==> config.mk <==
export PLATFORM = sky130hd
export DESIGN_NAME = decodeStage
export DESIGN_NICKNAME = d
export VERILOG_FILES = /design/src/design/mipsPkg.sv /design/src/design/aluDecoder.sv /design/src/design/controller.sv /design/src/design/decodeRegister.sv /design/src/design/decodeStage.sv
export SDC_FILE = /design/constraint.sdc
export NUM_CORES = 1
export LEC_CHECK = 0
export BUFFER_PORTS_ARGS = -buffer_cell sky130_fd_sc_hd__buf_2
export CAP_MARGIN = 40
export CORE_MARGIN = 10
export CORE_UTILIZATION = 42
export CTS_CLUSTER_SIZE = 10
export DETAILED_ROUTE_END_ITERATION = 8
export PLACE_DENSITY = 0.78
export SLEW_MARGIN = 5
export SYNTH_ARGS = -nofsm -noshare
export SYNTH_HDL_FRONTEND = slang
export SYNTH_SLANG_ARGS = --single-unit
==> constraint.sdc <==
create_clock -name Clk -period 2.3 [get_ports Clk]
set_input_delay 0.69 -clock Clk [delete_from_list [all_inputs] [get_ports Clk]]
set_output_delay 0.69 -clock Clk [all_outputs]
set_load 0.01 [all_outputs]
==> src/design/mipsPkg.sv <==
package mipsPkg;

    ////////////////////////////////////////////////////////////////////////////
    // instruction fields
    ////////////////////////////////////////////////////////////////////////////

    // primary opcode, instr[31:26]
    typedef enum logic [5:0] {
        OpSpecial  = 6'b000000,
        OpRegImm   = 6'b000001,  // bgez and bltz, told apart by rt
        OpJ        = 6'b000010,
        OpJal      = 6'b000011,
        OpBeq      = 6'b000100,
        OpBne      = 6'b000101,
        OpBlez     = 6'b000110,
        OpBgtz     = 6'b000111,
        OpAddi     = 6'b001000,
        OpSlti     = 6'b001010,
        OpAndi     = 6'b001100,
        OpOri      = 6'b001101,
        OpXori     = 6'b001110,
        OpSpecial2 = 6'b011100,  // mul only
        OpLb       = 6'b100000,
        OpLh       = 6'b100001,
        OpLw       = 6'b100011,
        OpSb       = 6'b101000,
        OpSh       = 6'b101001,
        OpSw       = 6'b101011
    } opcodeT;

    // funct field, instr[5:0]; other values decode as generic R-type
    typedef enum logic [5:0] {
        FnSll = 6'b000000,
        FnSrl = 6'b000010,
        FnJr  = 6'b001000,
        // mult under SPECIAL; SPECIAL2 mul shares funct 000010 with srl
        FnMul = 6'b011000,
        FnAdd = 6'b100000,
        FnSub = 6'b100010,
        FnAnd = 6'b100100,
        FnOr  = 6'b100101,
        FnXor = 6'b100110,
        FnSlt = 6'b101010
    } functT;

    ////////////////////////////////////////////////////////////////////////////
    // datapath controls
    ////////////////////////////////////////////////////////////////////////////

    typedef enum logic [3:0] {
        AluAdd  = 4'd0,
        AluSub  = 4'd1,
        AluAnd  = 4'd2,
        AluOr   = 4'd3,
        AluXor  = 4'd4,
        AluSlt  = 4'd5,
        AluSll  = 4'd6,
        AluSrl  = 4'd7,
        AluMul  = 4'd8,
        AluPass = 4'd9
    } aluOpT;

    // second ALU operand
    typedef enum logic [1:0] {
        Src1Reg  = 2'd0,
        Src1Imm  = 2'd1,
        Src1Link = 2'd2   // return address for jal
    } aluSrc1T;

    // memory access size
    typedef enum logic [1:0] {
        WidthWord = 2'd0,
        WidthHalf = 2'd1,
        WidthByte = 2'd2
    } accessWidthT;

    // $ra
    localparam logic [4:0] LinkReg = 5'd31;

endpackage

==> src/design/aluDecoder.sv <==
`timescale 1ns/1ns

module aluDecoder (
    input  mipsPkg::opcodeT opcode,
    input  mipsPkg::functT  funct,
    output mipsPkg::aluOpT  aluOp,
    output logic            zeroExtend
);
    import mipsPkg::*;

    // R-type operation from funct
    aluOpT functOp;

    always_comb begin
        case (funct)
            FnSll:   functOp = AluSll;
            FnSrl:   functOp = AluSrl;
            FnJr:    functOp = AluPass;
            FnAdd:   functOp = AluAdd;
            FnSub:   functOp = AluSub;
            FnAnd:   functOp = AluAnd;
            FnOr:    functOp = AluOr;
            FnXor:   functOp = AluXor;
            FnSlt:   functOp = AluSlt;
            FnMul:   functOp = AluMul;
            // addu, subu and the rest behave as add here
            default: functOp = AluAdd;
        endcase
    end

    always_comb begin
        zeroExtend = 1'b0;
        case (opcode)
            OpSpecial:  aluOp = functOp;
            OpSpecial2: aluOp = AluMul;

            OpAddi:     aluOp = AluAdd;
            OpSlti:     aluOp = AluSlt;
            // logical immediates are unsigned
            OpAndi: begin
                aluOp      = AluAnd;
                zeroExtend = 1'b1;
            end
            OpOri: begin
                aluOp      = AluOr;
                zeroExtend = 1'b1;
            end
            OpXori: begin
                aluOp      = AluXor;
                zeroExtend = 1'b1;
            end

            // address = base + offset
            OpLw, OpLh, OpLb, OpSw, OpSh, OpSb: aluOp = AluAdd;

            // compare by subtraction
            OpRegImm, OpBeq, OpBne, OpBgtz, OpBlez: aluOp = AluSub;

            OpJ, OpJal: aluOp = AluPass;
            default:    aluOp = AluPass;
        endcase
    end

endmodule

==> src/design/controller.sv <==
`timescale 1ns/1ns

module controller (
    input  mipsPkg::opcodeT      opcode,
    input  mipsPkg::functT       funct,
    output logic                 regSrc0,
    output logic                 regSrc1,
    output logic                 regDst,
    output logic                 aluSrc0,
    output mipsPkg::aluSrc1T     aluSrc1,
    output logic                 readEnable,
    output logic                 writeEnable,
    output logic                 memToReg,
    output logic                 regWrite,
    output mipsPkg::accessWidthT readWidth,
    output mipsPkg::accessWidthT writeWidth
);
    import mipsPkg::*;

    always_comb begin
        // unknown opcodes fall through with everything cleared
        regSrc0     = 1'b0;
        regSrc1     = 1'b0;
        regDst      = 1'b0;
        aluSrc0     = 1'b0;
        aluSrc1     = Src1Reg;
        readEnable  = 1'b0;
        writeEnable = 1'b0;
        memToReg    = 1'b0;
        regWrite    = 1'b0;
        readWidth   = WidthWord;
        writeWidth  = WidthWord;

        case (opcode)
            ////////////////////////////////////////////////////////////////////////////
            // register-register
            ////////////////////////////////////////////////////////////////////////////
            OpSpecial: begin
                regSrc1 = 1'b1;
                regDst  = 1'b1;
                case (funct)
                    FnJr: begin
                        regSrc0 = 1'b1;
                    end
                    // shifts take shamt on the first operand
                    FnSll: begin
                        aluSrc0  = 1'b1;
                        regWrite = 1'b1;
                    end
                    FnSrl: begin
                        aluSrc0  = 1'b1;
                        memToReg = 1'b1;
                        regWrite = 1'b1;
                    end
                    default: begin
                        memToReg = 1'b1;
                        regWrite = 1'b1;
                    end
                endcase
            end

            // mul, same pattern as generic R-type
            OpSpecial2: begin
                regSrc1  = 1'b1;
                regDst   = 1'b1;
                memToReg = 1'b1;
                regWrite = 1'b1;
            end

            ////////////////////////////////////////////////////////////////////////////
            // loads and stores
            ////////////////////////////////////////////////////////////////////////////
            OpLw, OpLh, OpLb: begin
                regSrc1    = 1'b1;
                aluSrc1    = Src1Imm;
                readEnable = 1'b1;
                regWrite   = 1'b1;
                readWidth  = (opcode == OpLw) ? WidthWord :
                             (opcode == OpLh) ? WidthHalf : WidthByte;
            end

            OpSw, OpSh, OpSb: begin
                regSrc1     = 1'b1;
                aluSrc1     = Src1Imm;
                writeEnable = 1'b1;
                writeWidth  = (opcode == OpSw) ? WidthWord :
                              (opcode == OpSh) ? WidthHalf : WidthByte;
            end

            ////////////////////////////////////////////////////////////////////////////
            // branches and jumps
            ////////////////////////////////////////////////////////////////////////////
            // bgez/bltz and blez compare rs against zero only
            OpRegImm, OpBlez: begin
                regSrc1 = 1'b0;
            end

            OpBeq, OpBne, OpBgtz, OpJ: begin
                regSrc1 = 1'b1;
            end

            OpJal: begin
                regSrc1  = 1'b1;
                aluSrc1  = Src1Link;
                regWrite = 1'b1;
            end

            // immediate arithmetic and logic
            OpAddi, OpAndi, OpOri, OpXori, OpSlti: begin
                regSrc1  = 1'b1;
                aluSrc1  = Src1Imm;
                memToReg = 1'b1;
                regWrite = 1'b1;
            end

            default: begin
                regSrc1 = 1'b0;
            end
        endcase
    end

endmodule

==> src/design/decodeRegister.sv <==
`timescale 1ns/1ns

module decodeRegister #(
    parameter int DataWidth = 32
) (
    input  logic                  Clk,
    input  logic                  rst,
    input  logic                  flush,
    input  logic                  instrValid,
    input  logic                  regSrc0,
    input  logic                  regSrc1,
    input  logic                  regDst,
    input  logic                  aluSrc0,
    input  mipsPkg::aluSrc1T      aluSrc1,
    input  logic                  readEnable,
    input  logic                  writeEnable,
    input  logic                  memToReg,
    input  logic                  regWrite,
    input  mipsPkg::accessWidthT  readWidth,
    input  mipsPkg::accessWidthT  writeWidth,
    input  mipsPkg::aluOpT        aluOp,
    input  logic                  zeroExtend,
    input  logic [4:0]            rs,
    input  logic [4:0]            rt,
    input  logic [4:0]            rd,
    input  logic [4:0]            shamt,
    input  logic [15:0]           imm,
    output logic                  regSrc0Out,
    output logic                  regSrc1Out,
    output logic                  regDstOut,
    output logic                  aluSrc0Out,
    output mipsPkg::aluSrc1T      aluSrc1Out,
    output logic                  readEnableOut,
    output logic                  writeEnableOut,
    output logic                  memToRegOut,
    output logic                  regWriteOut,
    output mipsPkg::accessWidthT  readWidthOut,
    output mipsPkg::accessWidthT  writeWidthOut,
    output mipsPkg::aluOpT        aluOpOut,
    output logic [4:0]            rsOut,
    output logic [4:0]            rtOut,
    output logic [4:0]            writeReg,
    output logic [4:0]            shamtOut,
    output logic [DataWidth-1:0]  immExt,
    output logic                  outValid
);
    import mipsPkg::*;

    logic                 load;
    logic [4:0]           writeRegNext;
    logic [DataWidth-1:0] immExtNext;

    assign load = instrValid && !flush;

    // jal links to $ra, R-type writes rd, the rest write rt
    assign writeRegNext = (aluSrc1 == Src1Link) ? LinkReg :
                          regDst                ? rd      : rt;

    assign immExtNext = zeroExtend ? {{(DataWidth-16){1'b0}}, imm}
                                   : {{(DataWidth-16){imm[15]}}, imm};

    // state that must read low on a bubble
    always_ff @(posedge Clk) begin
        if (rst) begin
            outValid       <= 1'b0;
            regWriteOut    <= 1'b0;
            readEnableOut  <= 1'b0;
            writeEnableOut <= 1'b0;
        end else begin
            outValid       <= load;
            regWriteOut    <= regWrite && load;
            readEnableOut  <= readEnable && load;
            writeEnableOut <= writeEnable && load;
        end
    end

    // payload, only meaningful while outValid is high
    always_ff @(posedge Clk) begin
        regSrc0Out    <= regSrc0;
        regSrc1Out    <= regSrc1;
        regDstOut     <= regDst;
        aluSrc0Out    <= aluSrc0;
        aluSrc1Out    <= aluSrc1;
        memToRegOut   <= memToReg;
        readWidthOut  <= readWidth;
        writeWidthOut <= writeWidth;
        aluOpOut      <= aluOp;
        rsOut         <= rs;
        rtOut         <= rt;
        writeReg      <= writeRegNext;
        shamtOut      <= shamt;
        immExt        <= immExtNext;
    end

endmodule

==> src/design/decodeStage.sv <==
`timescale 1ns/1ns

module decodeStage #(
    parameter int DataWidth = 32
) (
    input  logic                  Clk,
    input  logic                  rst,
    input  logic [31:0]           instr,
    input  logic                  instrValid,
    input  logic                  flush,
    output logic                  regSrc0Out,
    output logic                  regSrc1Out,
    output logic                  regDstOut,
    output logic                  aluSrc0Out,
    output mipsPkg::aluSrc1T      aluSrc1Out,
    output logic                  readEnableOut,
    output logic                  writeEnableOut,
    output logic                  memToRegOut,
    output logic                  regWriteOut,
    output mipsPkg::accessWidthT  readWidthOut,
    output mipsPkg::accessWidthT  writeWidthOut,
    output mipsPkg::aluOpT        aluOpOut,
    output logic [4:0]            rsOut,
    output logic [4:0]            rtOut,
    output logic [4:0]            writeReg,
    output logic [4:0]            shamtOut,
    output logic [DataWidth-1:0]  immExt,
    output logic                  outValid
);
    import mipsPkg::*;

    ////////////////////////////////////////////////////////////////////////////
    // field split
    ////////////////////////////////////////////////////////////////////////////
    opcodeT      opcode;
    functT       funct;
    logic [4:0]  rs;
    logic [4:0]  rt;
    logic [4:0]  rd;
    logic [4:0]  shamt;
    logic [15:0] imm;

    assign opcode = opcodeT'(instr[31:26]);
    assign rs     = instr[25:21];
    assign rt     = instr[20:16];
    assign rd     = instr[15:11];
    assign shamt  = instr[10:6];
    assign funct  = functT'(instr[5:0]);
    assign imm    = instr[15:0];

    // decoder outputs
    logic        regSrc0;
    logic        regSrc1;
    logic        regDst;
    logic        aluSrc0;
    aluSrc1T     aluSrc1;
    logic        readEnable;
    logic        writeEnable;
    logic        memToReg;
    logic        regWrite;
    accessWidthT readWidth;
    accessWidthT writeWidth;
    aluOpT       aluOp;
    logic        zeroExtend;

    ////////////////////////////////////////////////////////////////////////////
    // decoders and ID/EX register
    ////////////////////////////////////////////////////////////////////////////
    controller ctrl (
        .opcode      (opcode),
        .funct       (funct),
        .regSrc0     (regSrc0),
        .regSrc1     (regSrc1),
        .regDst      (regDst),
        .aluSrc0     (aluSrc0),
        .aluSrc1     (aluSrc1),
        .readEnable  (readEnable),
        .writeEnable (writeEnable),
        .memToReg    (memToReg),
        .regWrite    (regWrite),
        .readWidth   (readWidth),
        .writeWidth  (writeWidth)
    );

    aluDecoder aluDec (
        .opcode     (opcode),
        .funct      (funct),
        .aluOp      (aluOp),
        .zeroExtend (zeroExtend)
    );

    decodeRegister #(
        .DataWidth (DataWidth)
    ) idEx (
        .Clk            (Clk),
        .rst            (rst),
        .flush          (flush),
        .instrValid     (instrValid),
        .regSrc0        (regSrc0),
        .regSrc1        (regSrc1),
        .regDst         (regDst),
        .aluSrc0        (aluSrc0),
        .aluSrc1        (aluSrc1),
        .readEnable     (readEnable),
        .writeEnable    (writeEnable),
        .memToReg       (memToReg),
        .regWrite       (regWrite),
        .readWidth      (readWidth),
        .writeWidth     (writeWidth),
        .aluOp          (aluOp),
        .zeroExtend     (zeroExtend),
        .rs             (rs),
        .rt             (rt),
        .rd             (rd),
        .shamt          (shamt),
        .imm            (imm),
        .regSrc0Out     (regSrc0Out),
        .regSrc1Out     (regSrc1Out),
        .regDstOut      (regDstOut),
        .aluSrc0Out     (aluSrc0Out),
        .aluSrc1Out     (aluSrc1Out),
        .readEnableOut  (readEnableOut),
        .writeEnableOut (writeEnableOut),
        .memToRegOut    (memToRegOut),
        .regWriteOut    (regWriteOut),
        .readWidthOut   (readWidthOut),
        .writeWidthOut  (writeWidthOut),
        .aluOpOut       (aluOpOut),
        .rsOut          (rsOut),
        .rtOut          (rtOut),
        .writeReg       (writeReg),
        .shamtOut       (shamtOut),
        .immExt         (immExt),
        .outValid       (outValid)
    );

endmodule

# Word level (Yosys, flattened, before mapping)
# Cells that the tools add are included.
# word_totals
register_bits,56
in_bits,36
out_inout_bits,71
wordCells,87
# classes
n_eq_ne,28
muxes,17
n_bitwise,2
n_reduce_logical,21
# ops
cell,n
equality test 6 bit (second input constant),11
equality test 6 x 4 -> 1 bit (second input constant),6
case mux 4 bit (9 select lines),1
case mux 4 bit (8 select lines),1
equality test 6 x 3 -> 1 bit (second input constant),4
equality test 6 x 2 -> 1 bit (second input constant),3
OR reduction 18 bit,1
equality test 6 x 5 -> 1 bit (second input constant),2
logical NOT 6 bit,2
OR reduction 11 bit,1
OR reduction 10 bit,1
OR reduction 2 bit,5
two-way mux 1 bit,9
OR reduction 3 bit,3
OR reduction 7 bit,1
equality test 6 x 1 -> 1 bit (second input constant),1
OR reduction 6 bit,1
two-way mux 5 bit,1
OR reduction 5 bit,1
logical AND 1 bit,4
two-way mux 2 bit,2
case mux 1 bit (2 select lines),2
case mux 2 bit (2 select lines),1
equality test 2 bit (second input constant),1
other kinds (2),3

# Depth between registers and ports, before layout
# logic_depth
depth_word,4
depth_mapped,6
ltp_nobuf,4

# Cells and area by module
# Synthesis repeated with hierarchy kept, for this count alone.
# hier_totals
cells_unflattened,175
area_unflattened_um2,1905.6
# by_module_without_submodules
module,n_inst,cells_each,area_per_inst_um2
decodeRegister,1,88,1360.1
controller,1,49,294.0
aluDecoder,1,38,251.5

# Worst setup path after synthesis
# OpenSTA, ideal clock, no wires.
# synth_path
path_type,input port to flip-flop
start,input instr[0]
end,register idEx.regWriteOut
setup_ns,0.120
arrival_ns,1.892
required_ns,2.180
setup_slack_ns,0.288
cell_stages,4
n_path_buf,0
cell_sequence,or3_4 > or3b_4 > o21ba_1 > o31a_1
# synth_between
elab_chain_cells,4
# synth_rtl
element,line_no,source
start: declaration,decodeStage.sv:8,"input logic [31:0] instr,"
equality test 6 x 4 -> 1 bit,controller.sv:41,case (funct)
two-way mux 1 bit,controller.sv:41,
case mux 1 bit (2 select lines),controller.sv:34,case (opcode)
logical AND 1 bit,decodeRegister.sv:71,regWriteOut <= regWrite && load;
end signal: assignment,decodeRegister.sv:71,
end: declaration,decodeRegister.sv:36,"output logic regWriteOut,"
# No other way between the ends.
# A chain may end at the register's enable or synchronous reset.

# Worst setup path after layout
# Ends and elaborated chain as after synthesis.

==> flow_metrics.tcl <==
set metrics [dict create \
    start_util_pct 43.4 \
    hp-class "input port to register" \
    grt_setup_unrepaired "false" \
    peakVddDrop_mv 0.417 \
    grt_use_total_pct 12.8 \
    ant_nets 0 \
    drive_gt1_share_pct 46.5 \
    io_buffer_count 106 \
    num-fill-cells 372 \
    drt_iter0_drc 153 \
    min_path_cells 1 \
    final-instance-count-excl-fill 308 \
    num_antenna_cells 0 \
    cts_made_buffers 5 \
    endpoint_kind "register" \
    min_to "idEx.immExt[10]$_DFF_P_" \
    slew_viol_final 0 \
    ys_warn_count 0 \
    ys_top_cells_by_area "dfxtp_1, buf_4, nor2_1" \
    post_cts_buffers 0 \
    tritoncts "built" \
    synth_cell_types 37 \
    grt_max_degree 17 \
    root_buffer "clkbuf_8" \
    multiInputGateArea_sq_um 533 \
    period_share_pct 81.9 \
    fmax_mhz 531 \
    viasPerCell 4.87 \
    grt-ovfl-total 0 \
    tns_ns 0 \
    place.gp.congestion 0.762 \
    synth_area_sq_mm 0.00175 \
    die_w_um 84.6 \
    min-delay-start "instr[10]" \
    h-tree-depth 2 \
    yosysSeqAreaShare_pct 58.3 \
    wl_per_cell_um 15.6 \
    seq_area_sq_mm 0.00102 \
    synth_edf_count 0 \
    grt_pass1_vias 1468 \
    power_leakage_nw 1.10 \
    cp.arrival_ns 2.08 \
    netlist_instances 169 \
    cpMaxStageDelayCell "or3b_4" \
    critPathLaunchType "input port" \
    status "finished clean" \
    relSlewSlack_pct 66.6 \
    synth.avg_cell_area_sq_um 10.4 \
    power.density_mw_per_mm2 722 \
    path_clk_slew_ns 0.09 \
    cts_resized 0 \
    ys_ff_latch 51 \
    core_sq_mm 0.00403 \
    antenna_found_initial 0 \
    syn_nets 205 \
    dp_hpwl_um 3850 \
    tightest_slew_ns 0.499 \
    synth.most_common_cell "dfxtp_1" \
    ys.flop_type "dfxtp_1" \
    period_needed_ns 1.88 \
    rows 23 \
    num_vias 1499 \
    yosysTopAreaCellShare_pct 58.3 \
    yosys-top-cells-count "dfxtp_1, buf_4, nor2_1" \
    areaGrowthSynthToFinish_pct 29.7 \
    cp_max_fo 5 \
    cp_cell_sequence "buf_2 > or3_4 > or3b_4 > o21ba_1 > o31a_1" \
    placed_cells 300 \
    first_pass_iters 4 \
    synth_area_leader_cell "dfxtp_1" \
    drc 0 \
    required_ns 2.50 \
    worstSetupPathType "input port to register" \
    final_util_pct 56.3 \
    hold_buffers 0 \
    ys_async_sr_fraction_pct 0 \
    hold_viol_final 0 \
    placed_area_sq_mm 0.00218 \
    final_nets 293 \
    fin_area_sq_mm 0.00227 \
    slowest_delay_ns 0.41 \
    dieArea_sq_mm 0.00715 \
    die_h_um 84.6 \
    cts.sinks 51 \
    routed_wl_um 4800 \
    pin_count 107 \
    grt_pass1_wl_um 7450 \
    finalSetupViolCount 0 \
    total_power_w 0.00164 \
    clockBufferDepth 2 \
    cap_violations 0 \
]
==> report_power, final <==
group	total [W]	leakage [nW]	switching (W)	internal [W]
registers	0.000935	0.425	0.0000125	0.000923
clock network	0.000492	0.0412	0.000279	0.000213
logic	0.000212	0.629	0.000123	0.0000897
total	0.00164	1.10	0.000414	0.00123
==> stage by stage <==
step	worst slack, ns	hold WS (ns)
after floorplan	0.288	0.718
after global routing	0.379	0.460
after CTS	0.422	0.469
after detailed placement	0.104	0.794
after global placement	0.134	0.792
final	0.416	0.483
==> critical path: cells and delay by family <==
family	cells	cell delay [ns]
AOI/OAI and AO/OA	2	0.45
buffers and inverters	1	0.13
and+or+nand+nor	2	0.81
==> area by class of cell <==
type	count	share of cell area [%]
Clock inverter	2	0.551
Sequential cell	51	45.0
Multi-Input combinational cell	86	23.5
Tap cell	50	2.76
Inverter	4	0.662
Clock buffer	6	3.20
Timing Repair Buffer	109	24.4
==> routing by layer <==
metal | wire [um] | track usage (%) | share of wire (%)
met1 | 1750 | 13.1 | 36
met2 | 2270 | 20.6 | 47
met3 | 675 | 7.34 | 14
met4 | 97 | 5.99 | 2.0
met5 | 0 | 0 | 0
==> worst max path at each step <==
| stage | from | end | slack (ns) |
|---|---|---|---|
| floorplan | instr[0] | idEx.regWriteOut$_SDFF_PP0_ | 0.29 |
| global placement | instr[0] | idEx.regWriteOut$_SDFF_PP0_ | 0.13 |
| detailed placement | instr[0] | idEx.regWriteOut$_SDFF_PP0_ | 0.10 |
| CTS | instr[0] | idEx.regWriteOut$_SDFF_PP0_ | 0.42 |
| global route | instr[0] | idEx.regWriteOut$_SDFF_PP0_ | 0.38 |
| finish | instr[0] | idEx.regWriteOut$_SDFF_PP0_ | 0.42 |
==> sequential cells by signal (all words and copies together) (netlist names), 2 cells and up <==
register	flops
idEx.writeReg	5
idEx.shamtOut	4
idEx.aluSrc1Out	2
idEx.immExt	13
idEx.rtOut	5
idEx.readWidthOut	2
idEx.rsOut	5
idEx.writeWidthOut	2
idEx.aluOpOut	4
==> cell usage in the layout (no fill, tap or decap), types with 2 or more instances in the layout <==
| master | n |
|---|---|
| or3_1 | 2 |
| nand2b_1 | 7 |
| o21ai_0 | 3 |
| nand2_1 | 10 |
| a31oi_1 | 5 |
| nor2_1 | 13 |
| buf_2 | 106 |
| nor3_1 | 7 |
| a2111oi_0 | 4 |
| dfxtp_1 | 51 |
| nor4_1 | 3 |
| nand3_1 | 4 |
| inv_1 | 4 |
| mux2i_1 | 4 |
| nor3b_1 | 2 |
| buf_4 | 3 |
| clkbuf_8 | 5 |
| a21oi_1 | 3 |
==> cell families (layout without fill, tap and decap cells) <==
family	Yosys count	in the layout	synth area share (%)
multiplexers	4	4	2.29
adder cells (fa/ha/maj)	1	1	0.572
AO/OA/AOI/OAI	26	26	10.8
buffers and inverters	32	121	11.2
XOR/XNOR	2	2	1.00
flip-flops	51	51	58.3
AND/OR/NAND/NOR	53	53	15.8
Power figures use the tool's default switching activity.
